**src/common/cpu_config.svh**
```systemverilog
`ifndef CPU_CONFIG_SVH
`define CPU_CONFIG_SVH

// ##############################
// Processor sizes.
// ##############################

// Program counter and instruction memory address width.
`define PC_W 8

// Data memory address width, taken from the low bits of a register.
`define DADDR_W 8

// Number of general purpose registers.
`define NUM_REGS 32

`endif

```
**src/common/cpu_pkg.sv**
```systemverilog
`include "cpu_config.svh"

package cpu_pkg;

   typedef logic [31:0]          word_t;
   typedef logic [31:0]          instr_t;
   typedef logic [4:0]           reg_idx_t;
   typedef logic [`PC_W-1:0]     pc_t;
   typedef logic [`DADDR_W-1:0]  daddr_t;

   // ##############################
   // Instruction encoding.
   //   opcode       31..29
   //   rd           28..24  destination.
   //   ra           23..19  first source.
   //   rb           18..14  second source.
   //   ALU function  1..0
   //   immediate    15..0   zero-extended.
   //   jump target   7..0
   // Load reads the address from ra, store writes ra to the address in rb.
   // ##############################

   typedef enum logic [2:0] {
      NOP      = 3'd0,
      LOAD_IMM = 3'd1,
      LOAD     = 3'd2,
      STORE    = 3'd3,
      JUMP     = 3'd4,
      ALU_OP   = 3'd5    // 6 and 7 run as no-ops.
   } opcode_e;

   typedef enum logic [2:0] {
      FETCH      = 3'd0,
      MEM_READ   = 3'd1,
      REG_UPDATE = 3'd2,
      MEM_WRITE  = 3'd3,
      PC_UPDATE  = 3'd4
   } stage_e;

   typedef enum logic [1:0] {
      ADD = 2'd0,
      SUB = 2'd1,
      AND = 2'd2,
      XOR = 2'd3
   } alu_func_e;

endpackage

```
**src/rtl/alu.sv**
```systemverilog
`timescale 1ns/100ps

module alu (
   input  cpu_pkg::word_t       a_i,
   input  cpu_pkg::word_t       b_i,
   input  cpu_pkg::alu_func_e   func_i,
   output cpu_pkg::word_t       result_o
);

   import cpu_pkg::*;

   always_comb begin
      result_o = '0;
      case (func_i)
         ADD: result_o = a_i + b_i;
         SUB: result_o = a_i - b_i;   // Wraps modulo 2**32.
         AND: result_o = a_i & b_i;
         XOR: result_o = a_i ^ b_i;
         default: result_o = '0;
      endcase
   end

endmodule

```
**src/rtl/regfile/register_file.sv**
```systemverilog
`timescale 1ns/100ps
`include "cpu_config.svh"

module register_file (
   input  logic                clk_i,
   input  logic                arst_n_i,
   input  cpu_pkg::reg_idx_t   read_idx_0_i,
   input  cpu_pkg::reg_idx_t   read_idx_1_i,
   input  cpu_pkg::reg_idx_t   write_idx_i,
   input  cpu_pkg::word_t      write_data_i,
   input  logic                write_en_i,
   output cpu_pkg::word_t      rdata_0_o,
   output cpu_pkg::word_t      rdata_1_o
);

   import cpu_pkg::*;

   word_t regs_q [`NUM_REGS];

   // ##############################
   // Storage.
   // ##############################

   always_ff @(posedge clk_i or negedge arst_n_i) begin
      if (!arst_n_i) begin
         for (int i = 0; i < `NUM_REGS; i++) begin
            regs_q[i] <= '0;
         end
      end else if (write_en_i) begin
         regs_q[write_idx_i] <= write_data_i;
      end
   end

   // Reads see the old value during a write cycle.
   assign rdata_0_o = regs_q[read_idx_0_i];
   assign rdata_1_o = regs_q[read_idx_1_i];

endmodule

```
**src/rtl/regfile/register_file_control.sv**
```systemverilog
`timescale 1ns/100ps

module register_file_control (
   input  cpu_pkg::stage_e     stage_i,
   input  cpu_pkg::opcode_e    opcode_i,
   input  cpu_pkg::reg_idx_t   rd_i,
   input  cpu_pkg::reg_idx_t   ra_i,
   input  cpu_pkg::reg_idx_t   rb_i,
   input  cpu_pkg::word_t      imm_i,
   input  cpu_pkg::word_t      load_data_i,
   input  cpu_pkg::word_t      alu_result_i,
   output cpu_pkg::reg_idx_t   read_idx_0_o,
   output cpu_pkg::reg_idx_t   read_idx_1_o,
   output cpu_pkg::reg_idx_t   write_idx_o,
   output cpu_pkg::word_t      write_data_o,
   output logic                write_en_o
);

   import cpu_pkg::*;

   logic writes_reg;

   // ##############################
   // Read and write selection.
   // ##############################

   always_comb begin
      read_idx_0_o = '0;
      read_idx_1_o = '0;
      write_idx_o  = '0;
      write_data_o = '0;
      writes_reg   = 1'b0;

      case (opcode_i)
         LOAD_IMM: begin
            write_idx_o  = rd_i;
            write_data_o = imm_i;
            writes_reg   = 1'b1;
         end
         LOAD: begin
            read_idx_0_o = ra_i;   // Address register.
            write_idx_o  = rd_i;
            write_data_o = load_data_i;
            writes_reg   = 1'b1;
         end
         ALU_OP: begin
            read_idx_0_o = ra_i;
            read_idx_1_o = rb_i;
            write_idx_o  = rd_i;
            write_data_o = alu_result_i;
            writes_reg   = 1'b1;
         end
         STORE: begin
            read_idx_0_o = ra_i;   // Data.
            read_idx_1_o = rb_i;   // Address.
         end
         default: begin
            writes_reg = 1'b0;
         end
      endcase
   end

   // Register writes happen only in the update stage.
   assign write_en_o = (stage_i == REG_UPDATE) && writes_reg;

endmodule

```
**src/rtl/stage_sequencer.sv**
```systemverilog
`timescale 1ns/100ps
`include "cpu_config.svh"

module stage_sequencer (
   input  logic                 clk_i,
   input  logic                 arst_n_i,
   input  cpu_pkg::instr_t      imem_data_i,
   input  cpu_pkg::word_t       dmem_rdata_i,
   input  cpu_pkg::word_t       rdata_0_i,
   input  cpu_pkg::word_t       rdata_1_i,
   output cpu_pkg::stage_e      stage_o,
   output cpu_pkg::opcode_e     opcode_o,
   output cpu_pkg::reg_idx_t    rd_o,
   output cpu_pkg::reg_idx_t    ra_o,
   output cpu_pkg::reg_idx_t    rb_o,
   output cpu_pkg::word_t       imm_o,
   output cpu_pkg::alu_func_e   alu_func_o,
   output cpu_pkg::word_t       load_data_o,
   output cpu_pkg::pc_t         imem_addr_o,
   output cpu_pkg::daddr_t      dmem_addr_o,
   output cpu_pkg::word_t       dmem_wdata_o,
   output logic                 dmem_we_o
);

   import cpu_pkg::*;

   stage_e stage_q;
   stage_e stage_d;
   pc_t    pc_q;
   instr_t instr_q;
   word_t  load_data_q;
   logic   is_load;
   logic   is_store;
   logic   is_jump;
   pc_t    jump_target;

   // ##############################
   // Stage FSM.
   // ##############################

   always_comb begin
      case (stage_q)
         FETCH:      stage_d = MEM_READ;
         MEM_READ:   stage_d = REG_UPDATE;
         REG_UPDATE: stage_d = MEM_WRITE;
         MEM_WRITE:  stage_d = PC_UPDATE;
         default:    stage_d = FETCH;   // PC_UPDATE wraps around.
      endcase
   end

   always_ff @(posedge clk_i or negedge arst_n_i) begin
      if (!arst_n_i) begin
         stage_q <= FETCH;
         pc_q    <= '0;
         instr_q <= '0;   // Opcode zero is a no-op.
      end else begin
         stage_q <= stage_d;
         if (stage_q == FETCH) begin
            instr_q <= imem_data_i;
         end
         if (stage_q == PC_UPDATE) begin
            pc_q <= is_jump ? jump_target : pc_q + pc_t'(1);
         end
      end
   end

   // Word returned by a load, written back in the next stage.
   always_ff @(posedge clk_i) begin
      if (stage_q == MEM_READ && is_load) begin
         load_data_q <= dmem_rdata_i;
      end
   end

   // ##############################
   // Field decode.
   // ##############################

   assign opcode_o    = opcode_e'(instr_q[31:29]);
   assign rd_o        = instr_q[28:24];
   assign ra_o        = instr_q[23:19];
   assign rb_o        = instr_q[18:14];
   assign imm_o       = {16'h0000, instr_q[15:0]};
   assign alu_func_o  = alu_func_e'(instr_q[1:0]);
   assign jump_target = instr_q[`PC_W-1:0];

   assign is_load  = (opcode_o == LOAD);
   assign is_store = (opcode_o == STORE);
   assign is_jump  = (opcode_o == JUMP);

   assign stage_o     = stage_q;
   assign load_data_o = load_data_q;
   assign imem_addr_o = pc_q;

   // ##############################
   // Data memory port.
   // ##############################

   always_comb begin
      dmem_addr_o = '0;
      case (stage_q)
         MEM_READ:  dmem_addr_o = rdata_0_i[`DADDR_W-1:0];   // Load address in ra.
         MEM_WRITE: dmem_addr_o = rdata_1_i[`DADDR_W-1:0];   // Store address in rb.
         default:   dmem_addr_o = '0;
      endcase
   end

   // One strobe per store, no back-pressure.
   assign dmem_we_o    = (stage_q == MEM_WRITE) && is_store;
   assign dmem_wdata_o = dmem_we_o ? rdata_0_i : '0;

endmodule

```
**src/rtl/cpu_top.sv**
```systemverilog
`timescale 1ns/100ps

module cpu_top (
   input  logic              clk_i,
   input  logic              arst_n_i,
   // Instruction memory.
   output cpu_pkg::pc_t      imem_addr_o,
   input  cpu_pkg::instr_t   imem_data_i,
   // Data memory.
   output cpu_pkg::daddr_t   dmem_addr_o,
   input  cpu_pkg::word_t    dmem_rdata_i,
   output cpu_pkg::word_t    dmem_wdata_o,
   output logic              dmem_we_o
);

   import cpu_pkg::*;

   stage_e    stage;
   opcode_e   opcode;
   reg_idx_t  rd;
   reg_idx_t  ra;
   reg_idx_t  rb;
   word_t     imm;
   alu_func_e alu_func;
   word_t     load_data;

   reg_idx_t  read_idx_0;
   reg_idx_t  read_idx_1;
   reg_idx_t  write_idx;
   word_t     write_data;
   logic      write_en;

   word_t     rdata_0;
   word_t     rdata_1;
   word_t     alu_result;

   stage_sequencer i_sequencer (
      .clk_i        (clk_i),
      .arst_n_i     (arst_n_i),
      .imem_data_i  (imem_data_i),
      .dmem_rdata_i (dmem_rdata_i),
      .rdata_0_i    (rdata_0),
      .rdata_1_i    (rdata_1),
      .stage_o      (stage),
      .opcode_o     (opcode),
      .rd_o         (rd),
      .ra_o         (ra),
      .rb_o         (rb),
      .imm_o        (imm),
      .alu_func_o   (alu_func),
      .load_data_o  (load_data),
      .imem_addr_o  (imem_addr_o),
      .dmem_addr_o  (dmem_addr_o),
      .dmem_wdata_o (dmem_wdata_o),
      .dmem_we_o    (dmem_we_o)
   );

   register_file_control i_rf_ctrl (
      .stage_i      (stage),
      .opcode_i     (opcode),
      .rd_i         (rd),
      .ra_i         (ra),
      .rb_i         (rb),
      .imm_i        (imm),
      .load_data_i  (load_data),
      .alu_result_i (alu_result),
      .read_idx_0_o (read_idx_0),
      .read_idx_1_o (read_idx_1),
      .write_idx_o  (write_idx),
      .write_data_o (write_data),
      .write_en_o   (write_en)
   );

   register_file i_rf (
      .clk_i        (clk_i),
      .arst_n_i     (arst_n_i),
      .read_idx_0_i (read_idx_0),
      .read_idx_1_i (read_idx_1),
      .write_idx_i  (write_idx),
      .write_data_i (write_data),
      .write_en_i   (write_en),
      .rdata_0_o    (rdata_0),
      .rdata_1_o    (rdata_1)
   );

   alu i_alu (
      .a_i      (rdata_0),
      .b_i      (rdata_1),
      .func_i   (alu_func),
      .result_o (alu_result)
   );

endmodule

```
**config.mk**
```make
export PLATFORM = sky130hd
export DESIGN_NAME = cpu_top
export DESIGN_NICKNAME = d
export VERILOG_FILES = /design/src/common/cpu_pkg.sv /design/src/rtl/alu.sv /design/src/rtl/regfile/register_file.sv /design/src/rtl/regfile/register_file_control.sv /design/src/rtl/stage_sequencer.sv /design/src/rtl/cpu_top.sv
export VERILOG_INCLUDE_DIRS = /design/src /design/src/common
export SDC_FILE = /design/constraint.sdc
export NUM_CORES = 2
export LEC_CHECK = 0
export BUFFER_PORTS_ARGS = -buffer_cell sky130_fd_sc_hd__buf_2
export CORE_UTILIZATION = 41
export CTS_CLUSTER_DIAMETER = 100
export DETAILED_ROUTE_END_ITERATION = 10
export PLACE_DENSITY = 0.55
export SLEW_MARGIN = 40
export SYNTH_ARGS = -nofsm -noshare
export SYNTH_HDL_FRONTEND = slang
export SYNTH_SLANG_ARGS = --single-unit
export TNS_END_PERCENT = 10
```
**constraint.sdc**
```tcl
create_clock -name clk_i -period 6.1 [get_ports clk_i]
set_input_delay 0.915 -clock clk_i [delete_from_list [all_inputs] [get_ports clk_i]]
set_output_delay 0.915 -clock clk_i [all_outputs]
set_load 0.02 [all_outputs]
```
# After elaboration in Yosys (flattened, before gate mapping)
# Index checks and enable logic that the tools add are counted.
[word_totals]
regBits = 1099
input_bits = 66
out_inout_bits = 49
word_cells = 88
[op_classes]
add_sub_neg = 3
magnitude_cmp = 4
eq_ne = 12
n_mux = 19
n_bitwise = 5
n_reduce_logical = 9
[ops]
columns = ["operator", "n"]
rows = [
  ["$bwmux 1024", 1],
  ["$bmux 32 s5", 2],
  ["$mux 32", 6],
  ["$demux 32 s5", 1],
  ["$pmux 32 s4", 1],
  ["$pmux 32 s3", 1],
  ["$add 32x32->32", 1],
  ["$and 32x32->32", 1],
  ["$sub 32x32->32", 1],
  ["$xor 32x32->32", 1],
  ["$ge 6x6->1 const B", 3],
  ["$not 5->6", 3],
  ["$pmux 8 s2", 1],
  ["$mux 5", 3],
  ["$eq 3x2->1 const B", 4],
  ["$pmux 3 s4", 1],
  ["$eq 3x3->1 const B", 3],
  ["$add 8x1->8 const B", 1],
  ["$mux 8", 1],
  ["$eq 3x1->1 const B", 2],
  ["$lt 6x1->1 const B", 1],
  ["$reduce_or 3->1", 2],
  ["$eq 2x2->1 const B", 2],
  ["$logic_and 1x1->1", 4],
  ["other kinds (5)", 5],
]

# Longest topological paths before layout
[logic_depth]
word_depth = 11
mapped_depth = 31
mapped_depth_nobuf = 25

# Modules after synthesis
# Synthesis repeated with hierarchy kept, for this count alone.
[hier_totals]
hier_cells = 5467
area_unflattened_um2 = 64100.2
[modules_own_cells]
columns = ["mod", "n_inst", "cells_per_inst", "area_each_um2", "seq_area_each_um2"]
rows = [
  ["register_file", 1, 4605, 56245.2, 25624.6],
  ["alu", 1, 519, 3644.7, 0.0],
  ["stage_sequencer", 1, 245, 3289.4, 2037.0],
  ["register_file_control", 1, 98, 920.9, 0.0],
]

# Least setup slack after synthesis
# OpenSTA, ideal clock, no wires.
[synth_timing]
kind = "register to register"
startpoint = "register i_sequencer.instr_q[21]"
endpoint = "register i_rf.regs_q[1023] (netlist bit)"
setup_ps = 138
arrival_ps = 6311
t_required_ps = 5962
slack_ps = -349
stages_incl_launch_ff = 28
n_path_buf = 8
synth_period_minus_slack_ps = 6449
cell_sequence = "dfrtp_1 -> clkbuf_1 -> buf_2 -> inv_1 -> a21oi_1 -> clkbuf_1 -> buf_2 -> buf_1 -> clkbuf_1 -> clkbuf_1 -> o221ai_1 -> a31oi_1 -> o21ai_0 -> o21ai_0 -> ha_1 -> a21o_1 -> a21o_1 -> a21o_1 -> a21o_1 -> nand2_1 -> o21ai_0 -> a221oi_1 -> o41ai_1 -> a31o_2 -> a211o_1 -> mux2i_1 -> buf_6 -> o31ai_2"
[synth_between]
elab_chain_cells = 9
elab_cells_between_ends = 12
cone_classes = "add/sub: 2; mux: 7; bitwise: 3"
[synth_lines]
columns = ["item", "line_no", "text"]
rows = [
  ["start: declaration", "stage_sequencer.sv:30", "instr_t instr_q;"],
  ["start signal: assignment", "stage_sequencer.sv:59", "instr_q <= imem_data_i;"],
  ["$mux 5 (*)", "register_file_control.sv:34", "case (opcode_i)"],
  ["$not 5->6 (implied by the code) (*)", "register_file.sv:35", "assign rdata_0_o = regs_q[read_idx_0_i];"],
  ["$bmux 32 s5 (*)", "register_file.sv:35", ""],
  ["$mux 32 (implied by the code) (*) (2 in series)", "register_file.sv:35", ""],
  ["$sub 32x32->32 (tied with other cells)", "alu.sv:16", "SUB: result_o = a_i - b_i;"],
  ["$pmux 32 s4 (*)", "alu.sv:14", "case (func_i)"],
  ["$pmux 32 s3 (*)", "register_file_control.sv:34", ""],
  ["$bwmux 1024 (*)", "register_file.sv:30", "regs_q[write_idx_i] <= write_data_i;"],
  ["end signal: indexed assignment", "register_file.sv:30", ""],
  ["end: declaration", "register_file.sv:18", "word_t regs_q [`NUM_REGS];"],
]
# Every way passes the cells marked *; elsewhere a longest branch is shown, timed or not. The select of a mux whose other input is x is not followed.
# A chain may end at the register's enable or synchronous reset.

# Worst setup path after layout
[layout_timing]
startpoint = "register i_sequencer.instr_q[30]"
endpoint = "register i_rf.regs_q[383] (netlist bit)"
[layout_between]
elab_chain_cells = 11
elab_cells_between_ends = 33
cone_classes = "add/sub: 2; order compare: 2; eq/ne: 4; mux: 15; bitwise: 5; reduce/logical: 5"
[layout_lines]
columns = ["item", "line_no"]
rows = [
  ["$eq 3x2->1 or $eq 3x3->1 (tied branches)", "register_file_control.sv:34"],
  ["$reduce_or 3->1 (no line) or $reduce_or 2->1 (tied branches)", "n/a"],
  ["$mux 5", "register_file_control.sv:34"],
  ["$not 5->6, on equally long branches", "register_file.sv:35, register_file.sv:36"],
  ["$bmux 32 s5, on equally long branches", "register_file.sv:35, register_file.sv:36"],
  ["$mux 32, on equally long branches (2 in series)", "register_file.sv:35, register_file.sv:36"],
  ["$sub 32x32->32 (tied with other cells)", "alu.sv:16"],
  ["$pmux 32 s4", "alu.sv:14"],
  ["$pmux 32 s3", "register_file_control.sv:34"],
  ["$bwmux 1024", "register_file.sv:30"],
]
# Several ways; a longest one is shown, not always the timed one. The select of a mux whose other input is x is not followed.

==> results.py <==
metrics = {
    "status": {
        "outcome": "finished with violations",
        "failed_checks": "setup timing",
    },
    "floorplanning": {
        "fp.dieH_um": 392.1,
        "fp.coreArea_um2": 150500,
        "dieArea_um2": 153700,
        "start_util": 0.4146,
        "rows": 142,
        "die_w_um": 392.1,
        "ios": 115,
    },
    "setup_path": {
        "crit_fanout": 8,
        "critPathKind": "reg -> reg",
        "start_kind": "register",
        "critical-path-top-delay-family": "compound AO/OA/AOI/OAI gates",
        "critPathBufInv": 9,
        "cp_slowest_cell": "dfrtp_2",
        "crit_top_cell": "buf_4",
        "critPathRequiredTime_ps": 6730,
        "r2r_setup_slack_ps": -250,
        "max_stage_delay_ps": 480,
        "setup.worst_path.end_class": "register",
        "worst-endpoint-arrival_ps": 6980,
    },
    "global_route": {
        "globalRouteMet2Util": 0.5695,
        "grtUsageMet1": 0.5288,
        "grt_pass1_vias": 58910,
        "grt_pass1_wl_mm": 442.3,
        "grt_max_degree": 152,
        "grt_usage": 0.4027,
        "top_usage_layer": "met2",
        "grt_antenna_before_repair": 9,
        "gr-total-overflow": 0,
        "globalRouteMet3Util": 0.1376,
    },
    "synth": {
        "synth_edf_count": 32,
        "avgSynthCellArea_um2": 8.781,
        "yosys.area_share.adder": 0.01296,
        "synth_area_um2": 62390,
        "syn_inst": 7105,
        "yosysUniqueCellTypes": 90,
        "synth_ff_type": "dfrtp_1",
        "synth_xor_area_frac": 0.008403,
        "yosysSeqAreaShare": 0.4434,
        "yosys.area_share.simple": 0.1559,
        "synth_top_family_by_area": "compound AO/OA/AOI/OAI gates",
        "syn_nets": 7235,
        "synth_compound_area_frac": 0.2467,
        "ys_warn_count": 0,
        "yosys_register_bits": 1099,
        "ys_async_sr_fraction": 0.9709,
        "synthMuxAreaShare": 0.08379,
    },
    "power": {
        "powerDensity_nw_per_um2": 267.7,
        "leakagePower_nw": 33.01,
        "vdd_drop_max_v": 0.0003180,
        "totalPowerFinal_w": 0.02087,
    },
    "clock_tree": {
        "cts.sinks": 1099,
        "clockRootBuffer": "clkbuf_16",
        "insertion_delay_ps": 820,
        "numCtsBuffers": 132,
        "htree_levels": 4,
        "cts_buffer_depth": 3,
        "clkTransAtPathRegs_ps": 60,
        "cts_tree": "yes",
    },
    "sta": {
        "grt_setup_unrepaired": "true",
        "period_needed_ps": 6346,
        "finalCritPeriodShare": 1.040,
        "setup_ws_ps": -245.8,
        "worstMarginPinSlew_ps": 918.7,
        "fin_setup_tns_ps": -14500,
        "slew-limit-headroom": 0.3811,
        "setup_viol": 140,
        "fmax_ghz": 0.1576,
        "hold_slack_ps": 277.6,
        "slew_violations": 0,
        "finClkSkew_ps": 37.12,
        "final_hold_viol_count": 0,
    },
    "placement": {
        "globalplace.congestion": 0.9965,
        "hpwl_mm": 207.4,
        "pre_cts_slack_ps": -816.2,
        "io_buffers": 114,
    },
    "final_layout": {
        "drive_above_1_share": 0.2352,
        "areaGrowthSynthToFinish_pct": 24.94,
        "final_cell_mix": "1252 x nand2_1, 1058 x dfrtp_1, 968 x o21ai_0, 733 x buf_4, 423 x a21oi_1",
        "final_common_cell": "nand2_1",
        "post-route-util": 0.5180,
        "fin_nets": 7697,
    },
    "routing": {
        "drt_wl_total_mm": 316.3,
        "route.detailed.drc": 0,
        "vias": 63630,
        "via_per_inst": 6.563,
        "wl_per_cell_um": 32.63,
        "dr.pass1.iters": 7,
        "drt_iter0_markers": 8681,
        "postRouteAntennaNets": 0,
    },
    "worst_hold_path": {
        "hold_path_class": "in -> reg",
    },
    "job": {
        "cap_violations": 0,
    },
}
[sequential cells by signal (all words and copies together), names as in the netlist]
register,cells
i_sequencer.imem_addr_o,8
i_sequencer.instr_q,32
i_rf.regs_q,1024
i_sequencer.stage_o,3
i_sequencer.load_data_o,32
[path summary, 6_finish.rpt]
path / startpoint / to / cells past startpoint
min in group asynchronous: arst_n_i / i_rf.regs_q[1009] / 2
max reg2reg: i_sequencer.instr_q[30] / i_rf.regs_q[383] / 32
min: dmem_rdata_i[2] / i_sequencer.load_data_o[2] / 1
max in group asynchronous: arst_n_i / i_rf.regs_q[178] / 5
min reg2reg: i_rf.regs_q[669] / i_rf.regs_q[669] / 2
max: i_sequencer.instr_q[30] / i_rf.regs_q[383] / 32
[worst register-to-register path, delay by kind of cell (launching register included)]
family | cells | cell delay, ps
buffers and inverters | 9 | 1570
and+or+nand+nor | 6 | 890
adders and majority gates | 1 | 220
DFF | 1 | 480
muxes | 1 | 170
xor gates and xnor gates | 2 | 350
AOI/OAI and AO/OA | 13 | 2490
[layout make-up]
| cell class | instances | area (um^2) |
|---|---|---|
| fill | 13930 | 72540 |
| multi-input combinational | 5240 | 33200 |
| sequential | 1099 | 27680 |
| timing repair buffer | 1052 | 9867 |
| clock buffer | 188 | 3860 |
| tap | 2016 | 2522 |
| clock inverter | 50 | 634.4 |
| inverter | 42 | 160.2 |
| antenna | 8 | 20.02 |
[cells by family (layout without fill, tap and decap cells)]
kind of cell	Yosys count	in the layout
xor gates and xnor gates	59	59
DFF	1099	1099
buffers and inverters	767	1332
AOI/OAI and AO/OA	2512	2512
and+or+nand+nor	2265	2266
adders and majority gates	64	64
muxes	339	339
other	0	8
[power by group]
part | total, W | switching, W | internal (W)
sequential | 0.00772 | 0.000204 | 0.00752
clock | 0.00835 | 0.00345 | 0.00489
combinational | 0.00481 | 0.00289 | 0.00191
[stage by stage]
| stage | area (um^2) | std cells |
|---|---|---|
| 2_1_floorplan | 62440 | 7105 |
| 6_report | 77940 | 9695 |
| 3_3_place_gp | 70920 | 9354 |
| 4_1_cts | 76430 | 9627 |
| 3_5_place_dp | 71140 | 9357 |
| 5_1_grt | 77920 | 9687 |
[timing repair]
action | 4_1_cts | 5_1_grt
cloned | 6 | 13
endpoints found under the setup margin | 685 | 760
hold buffers | 0 | 1
endpoints found under the hold margin | 0 | 14
gates resized for setup | 133 | 217
pin swaps | 33 | 61
setup buffers | 26 | 43
[synth_stat cells, types with 23 or more instances]
library cell	n	share of area
a31oi_1	95	0.0095
buf_2	92	0.0074
o221ai_1	85	0.012
o31ai_2	30	0.0060
xnor2_1	43	0.0060
o22ai_1	123	0.012
clkbuf_1	559	0.034
mux2i_1	142	0.023
a22oi_1	26	0.0031
a21o_1	35	0.0042
nand3_1	173	0.014
mux4_2	141	0.051
o21ai_0	1066	0.086
o211ai_1	148	0.018
mux2_2	56	0.010
or3_1	93	0.0093
a21oi_1	490	0.039
and2_1	56	0.0056
nand2_1	1293	0.078
a211oi_1	81	0.0097
a221oi_1	68	0.0095
nor2_1	395	0.024
or2_2	25	0.0025
nor3_1	76	0.0061
dfrtp_1	1067	0.43
nand4_1	23	0.0023
edfxtp_1	32	0.015
and3_1	55	0.0055
o311ai_0	26	0.0037
ha_1	63	0.013
inv_1	41	0.0025
buf_1	64	0.0039
a2111oi_0	31	0.0044
[layer usage]
layer  wire length (um)  share of wire
met5                260        0.00082
met4              22970          0.073
met3              42330           0.13
met2             129100           0.41
met1             121700           0.38
No activity file was read; power rests on OpenSTA's default activity.
